--- src/hw/imem_pkg.sv ---
package imem_pkg;

    localparam int packet_size = 32;
    localparam int pkt_type_size = 2;
    localparam int payload_size = packet_size - pkt_type_size;

    localparam int num_edge_pe = 4;
    localparam int lane_w = $clog2(num_edge_pe);

    localparam int sram_depth = 64;
    localparam int sram_aw = $clog2(sram_depth);

    localparam int fifo_depth = 4;
    localparam int fifo_cw = $clog2(fifo_depth + 1);
    localparam int rs_depth = 4;

    localparam int max_replay_iter = 8;
    localparam int max_fv_num = 16;
    localparam int max_num_weight_layer = 4;
    localparam int replay_w = $clog2(max_replay_iter);
    localparam int fv_w = $clog2(max_fv_num) + 1;     // 0..16 inclusive
    localparam int wb_w = $clog2(max_num_weight_layer);

    typedef enum logic [pkt_type_size-1:0] {
        pkt_task   = 2'd0,
        pkt_config = 2'd1,
        pkt_marker = 2'd2,
        pkt_end    = 2'd3
    } pkt_type_e;

    // type sits in the top two bits of a lane packet
    typedef struct packed {
        pkt_type_e                kind;
        logic [payload_size-1:0]  payload;
    } com_packet_t;

    typedef struct packed {
        logic [lane_w-1:0]        lane;    // payload bits 29..28
        logic [payload_size-1:0]  payload;
    } rs_task_t;

    typedef struct packed {
        logic [payload_size-wb_w-fv_w-replay_w-1:0] unused;
        logic [wb_w-1:0]          weights_boundary;  // bits 9..8
        logic [fv_w-1:0]          num_fv;            // bits 7..3
        logic [replay_w-1:0]      replay_iter;       // bits 2..0
    } cfg_payload_t;

endpackage

--- src/hw/command_fifo.sv ---
module command_fifo #(
    parameter type entry_t = imem_pkg::com_packet_t,
    parameter int  depth   = imem_pkg::fifo_depth
) (
    input  logic                         clk,
    input  logic                         reset,
    input  logic                         push,
    input  entry_t                       push_data,
    input  logic                         pop,
    output entry_t                       head,
    output logic                         empty,
    output logic                         full,
    output logic [$clog2(depth+1)-1:0]   count
);

    localparam int aw = (depth > 1) ? $clog2(depth) : 1;
    localparam int cw = $clog2(depth + 1);

    entry_t          mem [depth];
    logic [aw-1:0]   wr_ptr_q;
    logic [aw-1:0]   rd_ptr_q;
    logic [cw-1:0]   count_q;
    logic            do_push;
    logic            do_pop;

    assign empty = (count_q == '0);
    assign full  = (count_q == cw'(depth));
    assign count = count_q;
    assign head  = mem[rd_ptr_q];   // show-ahead

    assign do_pop  = pop && !empty;
    assign do_push = push && (!full || do_pop);

    always_ff @(posedge clk) begin
        if (do_push) begin
            mem[wr_ptr_q] <= push_data;
        end
    end

    always_ff @(posedge clk) begin
        if (reset) begin
            wr_ptr_q <= '0;
            rd_ptr_q <= '0;
            count_q  <= '0;
        end else begin
            if (do_push) begin
                wr_ptr_q <= (wr_ptr_q == aw'(depth - 1)) ? '0 : wr_ptr_q + 1'b1;
            end
            if (do_pop) begin
                rd_ptr_q <= (rd_ptr_q == aw'(depth - 1)) ? '0 : rd_ptr_q + 1'b1;
            end
            if (do_push && !do_pop) begin
                count_q <= count_q + 1'b1;
            end else if (do_pop && !do_push) begin
                count_q <= count_q - 1'b1;
            end
        end
    end

endmodule

--- src/hw/packet_ctrl.sv ---
module packet_ctrl (
    input  logic                                                      clk,
    input  logic                                                      reset,
    input  logic [imem_pkg::num_edge_pe-1:0][imem_pkg::packet_size-1:0] in_packet,
    input  logic [imem_pkg::num_edge_pe-1:0]                          in_valid,
    input  logic [imem_pkg::fifo_cw-1:0]                              fifo_count,
    input  imem_pkg::com_packet_t                                     sram_rd_data,
    output logic                                                      in_ready,
    output logic                                                      sram_wr_en,
    output logic [imem_pkg::sram_aw-1:0]                              sram_wr_addr,
    output imem_pkg::com_packet_t                                     sram_wr_data,
    output logic                                                      sram_rd_en,
    output logic [imem_pkg::sram_aw-1:0]                              sram_rd_addr,
    output logic                                                      fifo_push,
    output imem_pkg::com_packet_t                                     fifo_data
);

    import imem_pkg::*;

    com_packet_t          stage_q [num_edge_pe];
    logic [num_edge_pe-1:0] pend_q;
    logic [lane_w-1:0]    drain_lane;
    logic [sram_aw-1:0]   wr_ptr_q;
    logic [sram_aw-1:0]   rd_ptr_q;
    logic                 rd_inflight_q;
    logic [fifo_cw:0]     fifo_claim;
    logic                 capture;

    assign in_ready = (pend_q == '0);
    assign capture  = in_ready && (|in_valid);

    // lowest pending lane goes first
    always_comb begin
        drain_lane = '0;
        for (int i = num_edge_pe - 1; i >= 0; i--) begin
            if (pend_q[i]) begin
                drain_lane = lane_w'(i);
            end
        end
    end

    always_ff @(posedge clk) begin
        if (capture) begin
            for (int i = 0; i < num_edge_pe; i++) begin
                stage_q[i] <= com_packet_t'(in_packet[i]);
            end
        end
    end

    always_ff @(posedge clk) begin
        if (reset) begin
            pend_q   <= '0;
            wr_ptr_q <= '0;
        end else if (capture) begin
            pend_q <= in_valid;
        end else if (sram_wr_en) begin
            pend_q[drain_lane] <= 1'b0;
            wr_ptr_q           <= wr_ptr_q + 1'b1;  // wraps at sram_depth
        end
    end

    assign sram_wr_en   = |pend_q;
    assign sram_wr_addr = wr_ptr_q;
    assign sram_wr_data = stage_q[drain_lane];

    // entries already in the FIFO plus the one on its way
    assign fifo_claim   = fifo_count + rd_inflight_q;
    assign sram_rd_en   = (wr_ptr_q != rd_ptr_q) && (fifo_claim < fifo_depth);
    assign sram_rd_addr = rd_ptr_q;

    always_ff @(posedge clk) begin
        if (reset) begin
            rd_ptr_q      <= '0;
            rd_inflight_q <= 1'b0;
        end else begin
            rd_inflight_q <= sram_rd_en;
            if (sram_rd_en) begin
                rd_ptr_q <= rd_ptr_q + 1'b1;
            end
        end
    end

    assign fifo_push = rd_inflight_q;
    assign fifo_data = sram_rd_data;

endmodule

--- src/hw/packet_sram.sv ---
module packet_sram (
    input  logic                         clk,
    input  logic                         wr_en,
    input  logic [imem_pkg::sram_aw-1:0] wr_addr,
    input  imem_pkg::com_packet_t        wr_data,
    input  logic                         rd_en,
    input  logic [imem_pkg::sram_aw-1:0] rd_addr,
    output imem_pkg::com_packet_t        rd_data
);

    import imem_pkg::*;

    com_packet_t mem [sram_depth];

    always_ff @(posedge clk) begin
        if (wr_en) begin
            mem[wr_addr] <= wr_data;
        end
    end

    // registered read port, data valid one cycle after rd_en
    always_ff @(posedge clk) begin
        if (rd_en) begin
            rd_data <= mem[rd_addr];
        end
    end

endmodule

--- src/hw/packet_sram_integration.sv ---
module packet_sram_integration (
    input  logic                            clk,
    input  logic                            reset,
    input  logic [imem_pkg::packet_size-1:0]  in_packet_0,
    input  logic [imem_pkg::packet_size-1:0]  in_packet_1,
    input  logic [imem_pkg::packet_size-1:0]  in_packet_2,
    input  logic [imem_pkg::packet_size-1:0]  in_packet_3,
    input  logic [3:0]                      in_valid,
    input  logic [3:0]                      pe_idle,
    input  logic [3:0]                      bank_busy,
    input  logic                            outbuff_available,
    output logic                            in_ready,
    output logic [imem_pkg::payload_size-1:0] out_packet_0,
    output logic [imem_pkg::payload_size-1:0] out_packet_1,
    output logic [imem_pkg::payload_size-1:0] out_packet_2,
    output logic [imem_pkg::payload_size-1:0] out_packet_3,
    output logic [3:0]                      out_valid,
    output logic [imem_pkg::replay_w-1:0]   replay_iter,
    output logic [imem_pkg::fv_w-1:0]       num_fv,
    output logic [imem_pkg::wb_w-1:0]       weights_boundary,
    output logic                            stream_begin,
    output logic                            task_complete
);

    import imem_pkg::*;

    logic [num_edge_pe-1:0][packet_size-1:0]  lane_packet;
    logic [num_edge_pe-1:0][payload_size-1:0] rs_out_packet;
    logic               sram_wr_en;
    logic [sram_aw-1:0] sram_wr_addr;
    com_packet_t        sram_wr_data;
    logic               sram_rd_en;
    logic [sram_aw-1:0] sram_rd_addr;
    com_packet_t        sram_rd_data;
    logic [fifo_cw-1:0] fifo_count;
    logic               fifo_push;
    com_packet_t        fifo_data;
    com_packet_t        cmd_head;
    logic               cmd_empty;
    logic               cmd_pop;
    logic               rs_push;
    rs_task_t           rs_task;
    logic               rs_full;
    logic               rs_empty;

    assign lane_packet = {in_packet_3, in_packet_2, in_packet_1, in_packet_0};

    assign out_packet_0 = rs_out_packet[0];
    assign out_packet_1 = rs_out_packet[1];
    assign out_packet_2 = rs_out_packet[2];
    assign out_packet_3 = rs_out_packet[3];

    packet_sram packet_sram_0 (
        .clk     (clk),
        .wr_en   (sram_wr_en),
        .wr_addr (sram_wr_addr),
        .wr_data (sram_wr_data),
        .rd_en   (sram_rd_en),
        .rd_addr (sram_rd_addr),
        .rd_data (sram_rd_data)
    );

    packet_ctrl packet_ctrl_0 (
        .clk          (clk),
        .reset        (reset),
        .in_packet    (lane_packet),
        .in_valid     (in_valid),
        .fifo_count   (fifo_count),
        .sram_rd_data (sram_rd_data),
        .in_ready     (in_ready),
        .sram_wr_en   (sram_wr_en),
        .sram_wr_addr (sram_wr_addr),
        .sram_wr_data (sram_wr_data),
        .sram_rd_en   (sram_rd_en),
        .sram_rd_addr (sram_rd_addr),
        .fifo_push    (fifo_push),
        .fifo_data    (fifo_data)
    );

    command_fifo #(
        .entry_t (com_packet_t),
        .depth   (fifo_depth)
    ) command_fifo_0 (
        .clk       (clk),
        .reset     (reset),
        .push      (fifo_push),
        .push_data (fifo_data),
        .pop       (cmd_pop),
        .head      (cmd_head),
        .empty     (cmd_empty),
        .full      (),            // packet_ctrl bounds reads by count
        .count     (fifo_count)
    );

    task_decoder task_decoder_0 (
        .clk               (clk),
        .reset             (reset),
        .head              (cmd_head),
        .empty             (cmd_empty),
        .rs_full           (rs_full),
        .rs_empty          (rs_empty),
        .outbuff_available (outbuff_available),
        .pop               (cmd_pop),
        .rs_push           (rs_push),
        .rs_task           (rs_task),
        .replay_iter       (replay_iter),
        .num_fv            (num_fv),
        .weights_boundary  (weights_boundary),
        .stream_begin      (stream_begin),
        .task_complete     (task_complete)
    );

    reservation_station rs_0 (
        .clk        (clk),
        .reset      (reset),
        .push       (rs_push),
        .task_in    (rs_task),
        .pe_idle    (pe_idle),
        .bank_busy  (bank_busy),
        .out_packet (rs_out_packet),
        .out_valid  (out_valid),
        .rs_empty   (rs_empty),
        .rs_full    (rs_full)
    );

endmodule

--- src/hw/reservation_station.sv ---
module reservation_station (
    input  logic                                                       clk,
    input  logic                                                       reset,
    input  logic                                                       push,
    input  imem_pkg::rs_task_t                                         task_in,
    input  logic [imem_pkg::num_edge_pe-1:0]                           pe_idle,
    input  logic [imem_pkg::num_edge_pe-1:0]                           bank_busy,
    output logic [imem_pkg::num_edge_pe-1:0][imem_pkg::payload_size-1:0] out_packet,
    output logic [imem_pkg::num_edge_pe-1:0]                           out_valid,
    output logic                                                       rs_empty,
    output logic                                                       rs_full
);

    import imem_pkg::*;

    rs_task_t head_task;
    logic     lane_ready;
    logic     dispatch;

    command_fifo #(
        .entry_t (rs_task_t),
        .depth   (rs_depth)
    ) task_queue (
        .clk       (clk),
        .reset     (reset),
        .push      (push),
        .push_data (task_in),
        .pop       (dispatch),
        .head      (head_task),
        .empty     (rs_empty),
        .full      (rs_full),
        .count     ()
    );

    // only the head is looked at, later tasks wait behind it
    assign lane_ready = pe_idle[head_task.lane] && !bank_busy[head_task.lane];
    assign dispatch   = !rs_empty && lane_ready;

    always_ff @(posedge clk) begin
        if (dispatch) begin
            out_packet[head_task.lane] <= head_task.payload;
        end
    end

    always_ff @(posedge clk) begin
        if (reset) begin
            out_valid <= '0;
        end else if (dispatch) begin
            out_valid <= num_edge_pe'(1) << head_task.lane;   // one lane per cycle
        end else begin
            out_valid <= '0;
        end
    end

endmodule

--- src/hw/task_decoder.sv ---
module task_decoder (
    input  logic                          clk,
    input  logic                          reset,
    input  imem_pkg::com_packet_t         head,
    input  logic                          empty,
    input  logic                          rs_full,
    input  logic                          rs_empty,
    input  logic                          outbuff_available,
    output logic                          pop,
    output logic                          rs_push,
    output imem_pkg::rs_task_t            rs_task,
    output logic [imem_pkg::replay_w-1:0] replay_iter,
    output logic [imem_pkg::fv_w-1:0]     num_fv,
    output logic [imem_pkg::wb_w-1:0]     weights_boundary,
    output logic                          stream_begin,
    output logic                          task_complete
);

    import imem_pkg::*;

    cfg_payload_t cfg;
    logic         head_go;

    assign cfg = cfg_payload_t'(head.payload);

    // stall rules per head type
    always_comb begin
        case (head.kind)
            pkt_task:   head_go = !rs_full;
            pkt_config: head_go = 1'b1;
            pkt_marker: head_go = outbuff_available;
            pkt_end:    head_go = rs_empty;     // all earlier tasks gone
            default:    head_go = 1'b0;
        endcase
    end

    assign pop     = !empty && head_go;
    assign rs_push = pop && (head.kind == pkt_task);

    assign rs_task.lane    = head.payload[payload_size-1 -: lane_w];
    assign rs_task.payload = head.payload;

    always_ff @(posedge clk) begin
        if (reset) begin
            replay_iter      <= '0;
            num_fv           <= '0;
            weights_boundary <= '0;
        end else if (pop && (head.kind == pkt_config)) begin
            replay_iter      <= cfg.replay_iter;
            num_fv           <= cfg.num_fv;
            weights_boundary <= cfg.weights_boundary;
        end
    end

    always_ff @(posedge clk) begin
        if (reset) begin
            stream_begin  <= 1'b0;
            task_complete <= 1'b0;
        end else begin
            stream_begin  <= pop && (head.kind == pkt_marker);
            task_complete <= pop && (head.kind == pkt_end);
        end
    end

endmodule

--- config.mk ---
export PLATFORM = sky130hd
export DESIGN_NAME = packet_sram_integration
export DESIGN_NICKNAME = d
export VERILOG_FILES = /design/src/hw/imem_pkg.sv /design/src/hw/command_fifo.sv /design/src/hw/packet_ctrl.sv /design/src/hw/packet_sram.sv /design/src/hw/packet_sram_integration.sv /design/src/hw/reservation_station.sv /design/src/hw/task_decoder.sv
export SDC_FILE = /design/constraint.sdc
export NUM_CORES = 2
export LEC_CHECK = 0
export BUFFER_PORTS_ARGS = -buffer_cell sky130_fd_sc_hd__buf_4
export CAP_MARGIN = 10
export CORE_MARGIN = 2
export CORE_UTILIZATION = 41
export CTS_CLUSTER_DIAMETER = 150
export DETAILED_ROUTE_END_ITERATION = 8
export GPL_TIMING_DRIVEN = 1
export HOLD_SLACK_MARGIN = 0.08
export PLACE_DENSITY = 0.64
export SYNTH_ARGS = -nofsm -noshare
export SYNTH_HDL_FRONTEND = slang
export SYNTH_SLANG_ARGS = --single-unit
--- constraint.sdc ---
create_clock -name clk -period 9.45 [get_ports clk]
set_input_delay 0.4725 -clock clk [delete_from_list [all_inputs] [get_ports clk]]
set_output_delay 0.4725 -clock clk [all_outputs]
set_load 0.02 [all_outputs]
Word-level counts from Yosys, hierarchy flattened
Memory sizes are Yosys's and may differ from the RTL's. A register that Yosys moved wholly into a read port is not among the register bits.
Cells that the tools add are included.

operators by class
  add/sub/neg operators = 11
  magnitude comparators = 5
  eq/ne operators = 10
  shifts and indexed selects = 1
  multiplexer cells = 36
  bitwise gates (word level) = 4
  reductions and logical operators = 41

operators by type and width
  operator             number
  $bwmux 120           1
  $demux 30 s2         1
  $mux 30              1
  $mux 2               12
  $logic_and 1x1->1    19
  $add 6x1->6 const B  2
  $eq 2x2->1 const B   6
  $mux 3               4
  $mux 1               11
  $logic_not 1->1      9
  $add 2x1->2 const B  4
  $mux 4               2
  $reduce_or 4->1      2
  $add 3x1->3 const B  2
  $eq 3x3->1 const B   2
  $logic_not 3->1      2
  $lt 2x3->1 const B   2
  $ne 6x6->1           1
  $reduce_bool 2->1    3
  $sub 3x1->3 const B  2
  $add 3x1->4          1
  $and 4x4->4          1
  $bmux 1 s2           2
  $ge 2x1->1 const B   2
  12 further kinds     14

storage, ports and cells
  register bits = 167
  memory bits (writable) = 2,432
  input bits = 143
  output and inout port bits = 137
  word-level logic and storage cells = 132
  memories = 4

memory list
  memory                 depth  width  rd ports  clocked after Yosys merged registers in  write ports  line                text
  packet_sram_0.mem      64     32     1         1                                        1            packet_sram.sv:13   com_packet_t mem [sram_depth];
  command_fifo_0.mem     4      32     1         1                                        1            command_fifo.sv:19  entry_t mem [depth];
  packet_ctrl_0.stage_q  4      32     1         0                                        4            packet_ctrl.sv:20   com_packet_t stage_q [num_edge_pe];
  rs_0.task_queue.mem    4      32     1         1                                        1            command_fifo.sv:19

Longest topological paths before layout
  depth after elaboration = 12
  mapped depth = 12
  gate-level depth less buffers = 10

Hierarchy
A second synthesis with hierarchy kept.

unflattened totals
  cells, all modules = 4,344
  area total of the unflattened synthesis = 99,361.5 um^2

modules (own cells, without submodules)
  module               times used  cells an instance  area an instance (um^2)  sequential area each (um^2)
  packet_sram          1           3,324              78,835.6                 62,459.9
  command_fifo         2           214                5,082.4                  4,023.9
  packet_ctrl          1           361                5,696.7                  4,184.0
  reservation_station  1           145                3,871.2                  3,683.5
  task_decoder         1           86                 793.3                    240.2

Worst setup path after synthesis
OpenSTA, ideal clock, no wires.

  path type = reg-to-reg
  from = reg packet_ctrl_0.pend_q[0]
  to = mem packet_ctrl_0.stage_q[0][0] in the netlist's numbering (enable)
  library setup time = 0.620 ns
  arrival = 6.179 ns
  data required time = 8.830 ns
  slack = 2.651 ns
  cell stages (with the launch flop) = 6
  path buffers = 2
  period minus slack after synthesis = 6.799 ns
  path through = dfxtp_1 clkbuf_1 nor2_1 nand2_1 clkbuf_1 nor2_1

RTL lines
  item                    line               text
  from (decl)             packet_ctrl.sv:21  logic [num_edge_pe-1:0] pend_q;
  from (signal assigned)  packet_ctrl.sv:55  pend_q <= in_valid;
  to (decl)               packet_ctrl.sv:20

Final worst setup path
  from = reg packet_ctrl_0.rd_ptr_q[1], in the netlist packet_ctrl_0.sram_rd_addr[1]
  to = reg, netlist name packet_sram_0.rd_data[12]

on the way
  cells in the longest elaborated chain, start to end = 2

RTL lines
  item                    line               text
  from (decl)             packet_ctrl.sv:24  logic [sram_aw-1:0] rd_ptr_q;
  from (signal assigned)  packet_ctrl.sv:78  rd_ptr_q <= rd_ptr_q + 1'b1;
  $ne 6x6->1              packet_ctrl.sv:68  assign sram_rd_en = (wr_ptr_q != rd_ptr_q) && (fifo_claim < fifo_depth);
  $logic_and 1x1->1       packet_ctrl.sv:68

Parallel ways exist; a longest one is shown, timed or not.
A chain may end at the register's enable or synchronous reset.

==> summary.md <==
| Metric | Value |
|---|---|
| Power per cell area | `273 mW/mm^2` |
| Synth cell types | `53` |
| Crit end category | `flip-flop` |
| WS Path Type | `flip-flop to flip-flop` |
| CTS tree | `built` |
| Post-Synthesis Cells | `4290` |
| Die Height | `492 um` |
| Routability-driven placement congestion ratio | `0.802` |
| Layout Cells excl Fill | `8284` |
| # IOs | `280` |
| Clock buffer depth | `4` |
| Sequential element share of the synthesized area | `80.2%` |
| Mapped Area | `0.0978 mm^2` |
| Setup Skew | `0.0768 ns` |
| Top cell type's share of synthesized area | `79.1%` |
| Warnings from Yosys | `0` |
| ANT nets after route | `0` |
| Maximum VDD drop | `0.227 mV` |
| Row count | `179` |
| Share of cells above drive strength 1 | `29.5%` |
| Post-synthesis sequential element count | `2627` |
| Lkg Pwr | `35.6 nW` |
| Layout fillers | `18900` |
| Initial core utilization | `41.2%` |
| Max-Cap Viols | `0` |
| Post-Route WL | `245 mm` |
| Die Width | `492 um` |
| Reg2Reg Launch Point | `packet_ctrl_0.sram_rd_addr[1]$_SDFFE_PP0P_` |
| HP Class | `input pin to flip-flop` |
| Clock-pin slew on the worst setup and hold paths | `0.06 ns` |
| Hold buffer count at cts | `139` |
| DR DRC count | `0` |
| Std-Cell Core Area | `0.237 mm^2` |
| Syn avg cell area | `22.8 um^2` |
| Worst setup endpoint | `packet_sram_0.rd_data[12]$_DFFE_PP_` |
| CP required | `10.09 ns` |
| Hold Fails Final Rpt | `0` |
| FMAX | `227 MHz` |
| Largest net degree at the start of global routing | `146` |
| Num CTS Buffers | `276` |
| First-pass GRT wire length | `348 mm` |
| Die area | `0.242 mm^2` |
| Root Buffer | `clkbuf_16` |
| Routed via count | `48200` |
| Setup Fix Bufs, Post-CTS | `0` |
| CTS H-tree lvls | `5` |
| Critical path peak fanout | `145` |
| DP HPWL | `131 mm` |
| Total grt overflow | `0` |
| Antenna violations before repair | `21` |
| Per-cell routed wire length | `29.5 um` |
| Min Tclk post-route | `4.41 ns` |
| Asr flop ratio synth | `0%` |
| FF-to-FF path depth | `6` |
| TritonRoute pass-1 iters | `5` |
| Placed insts | `7668` |
| Internal reg-to-reg setup slack | `5.04 ns` |
| Worst slew margin | `10.8%` |
| DRT iter0 DRCs | `6355` |
| Final nets | `5077` |
| Global-route usage over all layers | `19.9%` |
| Tcrit/Tclk final | `46.6%` |
| Setup crit start kind | `flip-flop` |
| Post-synth top area cell | `edfxtp_1` |
| Max-slew violations | `0` |
| WHS | `0.143 ns` |
| CTS Sinks | `2627` |
| Syn_nets | `4449` |
| Post-synth EDFFs | `2576` |
| Synth top area cells | `edfxtp_1 (79%), mux4_2 (13%), a22oi_1 (1.3%)` |
| Primary FF master, synth | `edfxtp_1` |
| Vias/cell | `5.82` |
| Final core occ | `48.4%` |
| Unrepaired setup endpoints after global routing | `false` |
| Vias in the first global route | `48200` |
| Measured slew at the worst slew-check pin | `1.33 ns` |
| Worst-Skew Late Latency | `0.93 ns` |
| Setup violations, final | `0` |
| Port bufs | `279` |
| Area Growth Syn to Fin | `17.5%` |
| Setup TNS | `0 ns` |
| Status | `complete, no violations` |
| Data arrival, critical path | `5.05 ns` |
| Critical path startpoint | `packet_ctrl_0.sram_rd_addr[1]$_SDFFE_PP0P_` |
| Cts repair resizes | `0` |
| R2r endpoint | `packet_sram_0.rd_data[12]$_DFFE_PP_` |
[how the worst min path moves through the flow]
stage	depth (start not counted)	end	slack [ns]	start
after floorplan	0	command_fifo_0.mem[0][0]$_DFFE_PP_	0.46	packet_sram_0.rd_data[0]$_DFFE_PP_
after global placement	2	task_decoder_0.num_fv[4]$_SDFFE_PP0P_	0.48	task_decoder_0.num_fv[4]$_SDFFE_PP0P_
after detailed placement	2	task_decoder_0.num_fv[4]$_SDFFE_PP0P_	0.49	task_decoder_0.num_fv[4]$_SDFFE_PP0P_
after CTS	5	rs_0.out_valid[0]$_SDFF_PP0_	0.11	pe_idle[0]
after global routing	5	rs_0.out_valid[0]$_SDFF_PP0_	0.18	pe_idle[0]
final	5	rs_0.out_valid[0]$_SDFF_PP0_	0.14	pe_idle[0]
[synthesized netlist by cell type, types with 12 or more instances]
library cell / instances
a21oi_1: 68
a22oi_1: 174
and2_1: 12
and3_1: 12
buf_1: 28
buf_2: 76
clkbuf_1: 122
dfxtp_1: 51
edfxtp_1: 2576
ha_1: 14
inv_1: 13
mux2i_1: 65
mux4_2: 568
nand2_1: 35
nand3_1: 14
nor2_1: 119
nor2b_1: 12
nor3_1: 53
o21ai_0: 45
o22ai_1: 94
or4_1: 26
[placed cells by master (no fill, tap or decap), drive strengths merged, types with 11 or more instances in the layout]
cell,count
edfxtp,2576
mux4,568
buf,447
clkbuf,345
a22oi,174
dlygate4sd3,139
nor2,119
o22ai,94
clkinv,91
a21oi,68
mux2i,65
nor3,53
dfxtp,51
o21ai,45
nand2,35
or4,26
inv,18
bufinv,15
diode,14
nand3,14
ha,14
and3,12
and2,12
nor2b,12
xor2,11
nand2b,11
[report_power, final]
part | switching [mW] | leakage [nW] | internal, mW
Sequential | 0.344 | 23.8 | 14.6
Clock | 4.25 | 4.06 | 5.91
Combinational | 3.91 | 7.78 | 2.31
[state kept, by name, summed over array words and instances (netlist names), 4 cells and up, named ones only]
name and cells:
rs_0.out_valid 4, packet_sram_0.rd_data 32, packet_ctrl_0.sram_rd_addr 6, packet_sram_0.mem 2048
packet_ctrl_0.stage_q 128, packet_ctrl_0.pend_q 4, packet_ctrl_0.sram_wr_addr 6, task_decoder_0.num_fv 5
command_fifo_0.mem 128, rs_0.out_packet 120, rs_0.task_queue.mem 120
[worst max-delay path: stages, from the launching register on]
cell	delay, ns
dfxtp_4	0.84
buf_12	0.56
buf_12	0.60
mux4_2	0.45
a22oi_1	0.30
a21oi_1	0.32
or4_1	0.58
[routing by layer]
layer | track usage, % | share of wire [%] | up-vias
met5 | 0 | 0.025 | -
met4 | 7.48 | 3.8 | 8
met3 | 4.09 | 9.5 | 477
met2 | 31.1 | 47 | 2618
met1 | 27.7 | 40 | 25600
li1 | - | - | 19500
[area by class of cell]
class | count | area (um^2) | area share [%]
inverter | 13 | 48.8 | 0.0425
timing repair buffer | 586 | 4830 | 4.21
tap | 3167 | 3960 | 3.45
multi-input combinational | 1414 | 19200 | 16.7
clock inverter | 118 | 952 | 0.829
sequential | 2627 | 78400 | 68.3
clock buffer | 345 | 7380 | 6.43
antenna | 14 | 35.0 | 0.0305
[per-stage QoR]
| step | total power, mW | setup WS (ns) | area, um^2 |
|---|---|---|---|
| 2_1_floorplan | 19.1 | 2.65 | 97800 |
| 3_3_place_gp | 21.2 | 4.95 | 105000 |
| 3_5_place_dp | 21.4 | 4.98 | 105000 |
| 4_1_cts | 31.5 | 4.93 | 115000 |
| 5_1_grt | 32.3 | 4.67 | 115000 |
| 6_report | 31.3 | 5.04 | 115000 |
[cells by family (layout without fill, tap and decap cells)]
family | Yosys count | count (layout) | share of synthesized area, %
AND/OR/NAND/NOR | 319 | 319 | 1.61
multiplexers | 643 | 643 | 13.9
XOR/XNOR | 19 | 19 | 0.170
adder cells (fa/ha/maj) | 16 | 16 | 0.220
buffers and inverters | 249 | 1062 | 1.10
AO/OA/AOI/OAI | 417 | 417 | 2.85
other | 0 | 14 | 0
flip-flops | 2627 | 2627 | 80.2
No activity file was read; power rests on OpenSTA's default activity.
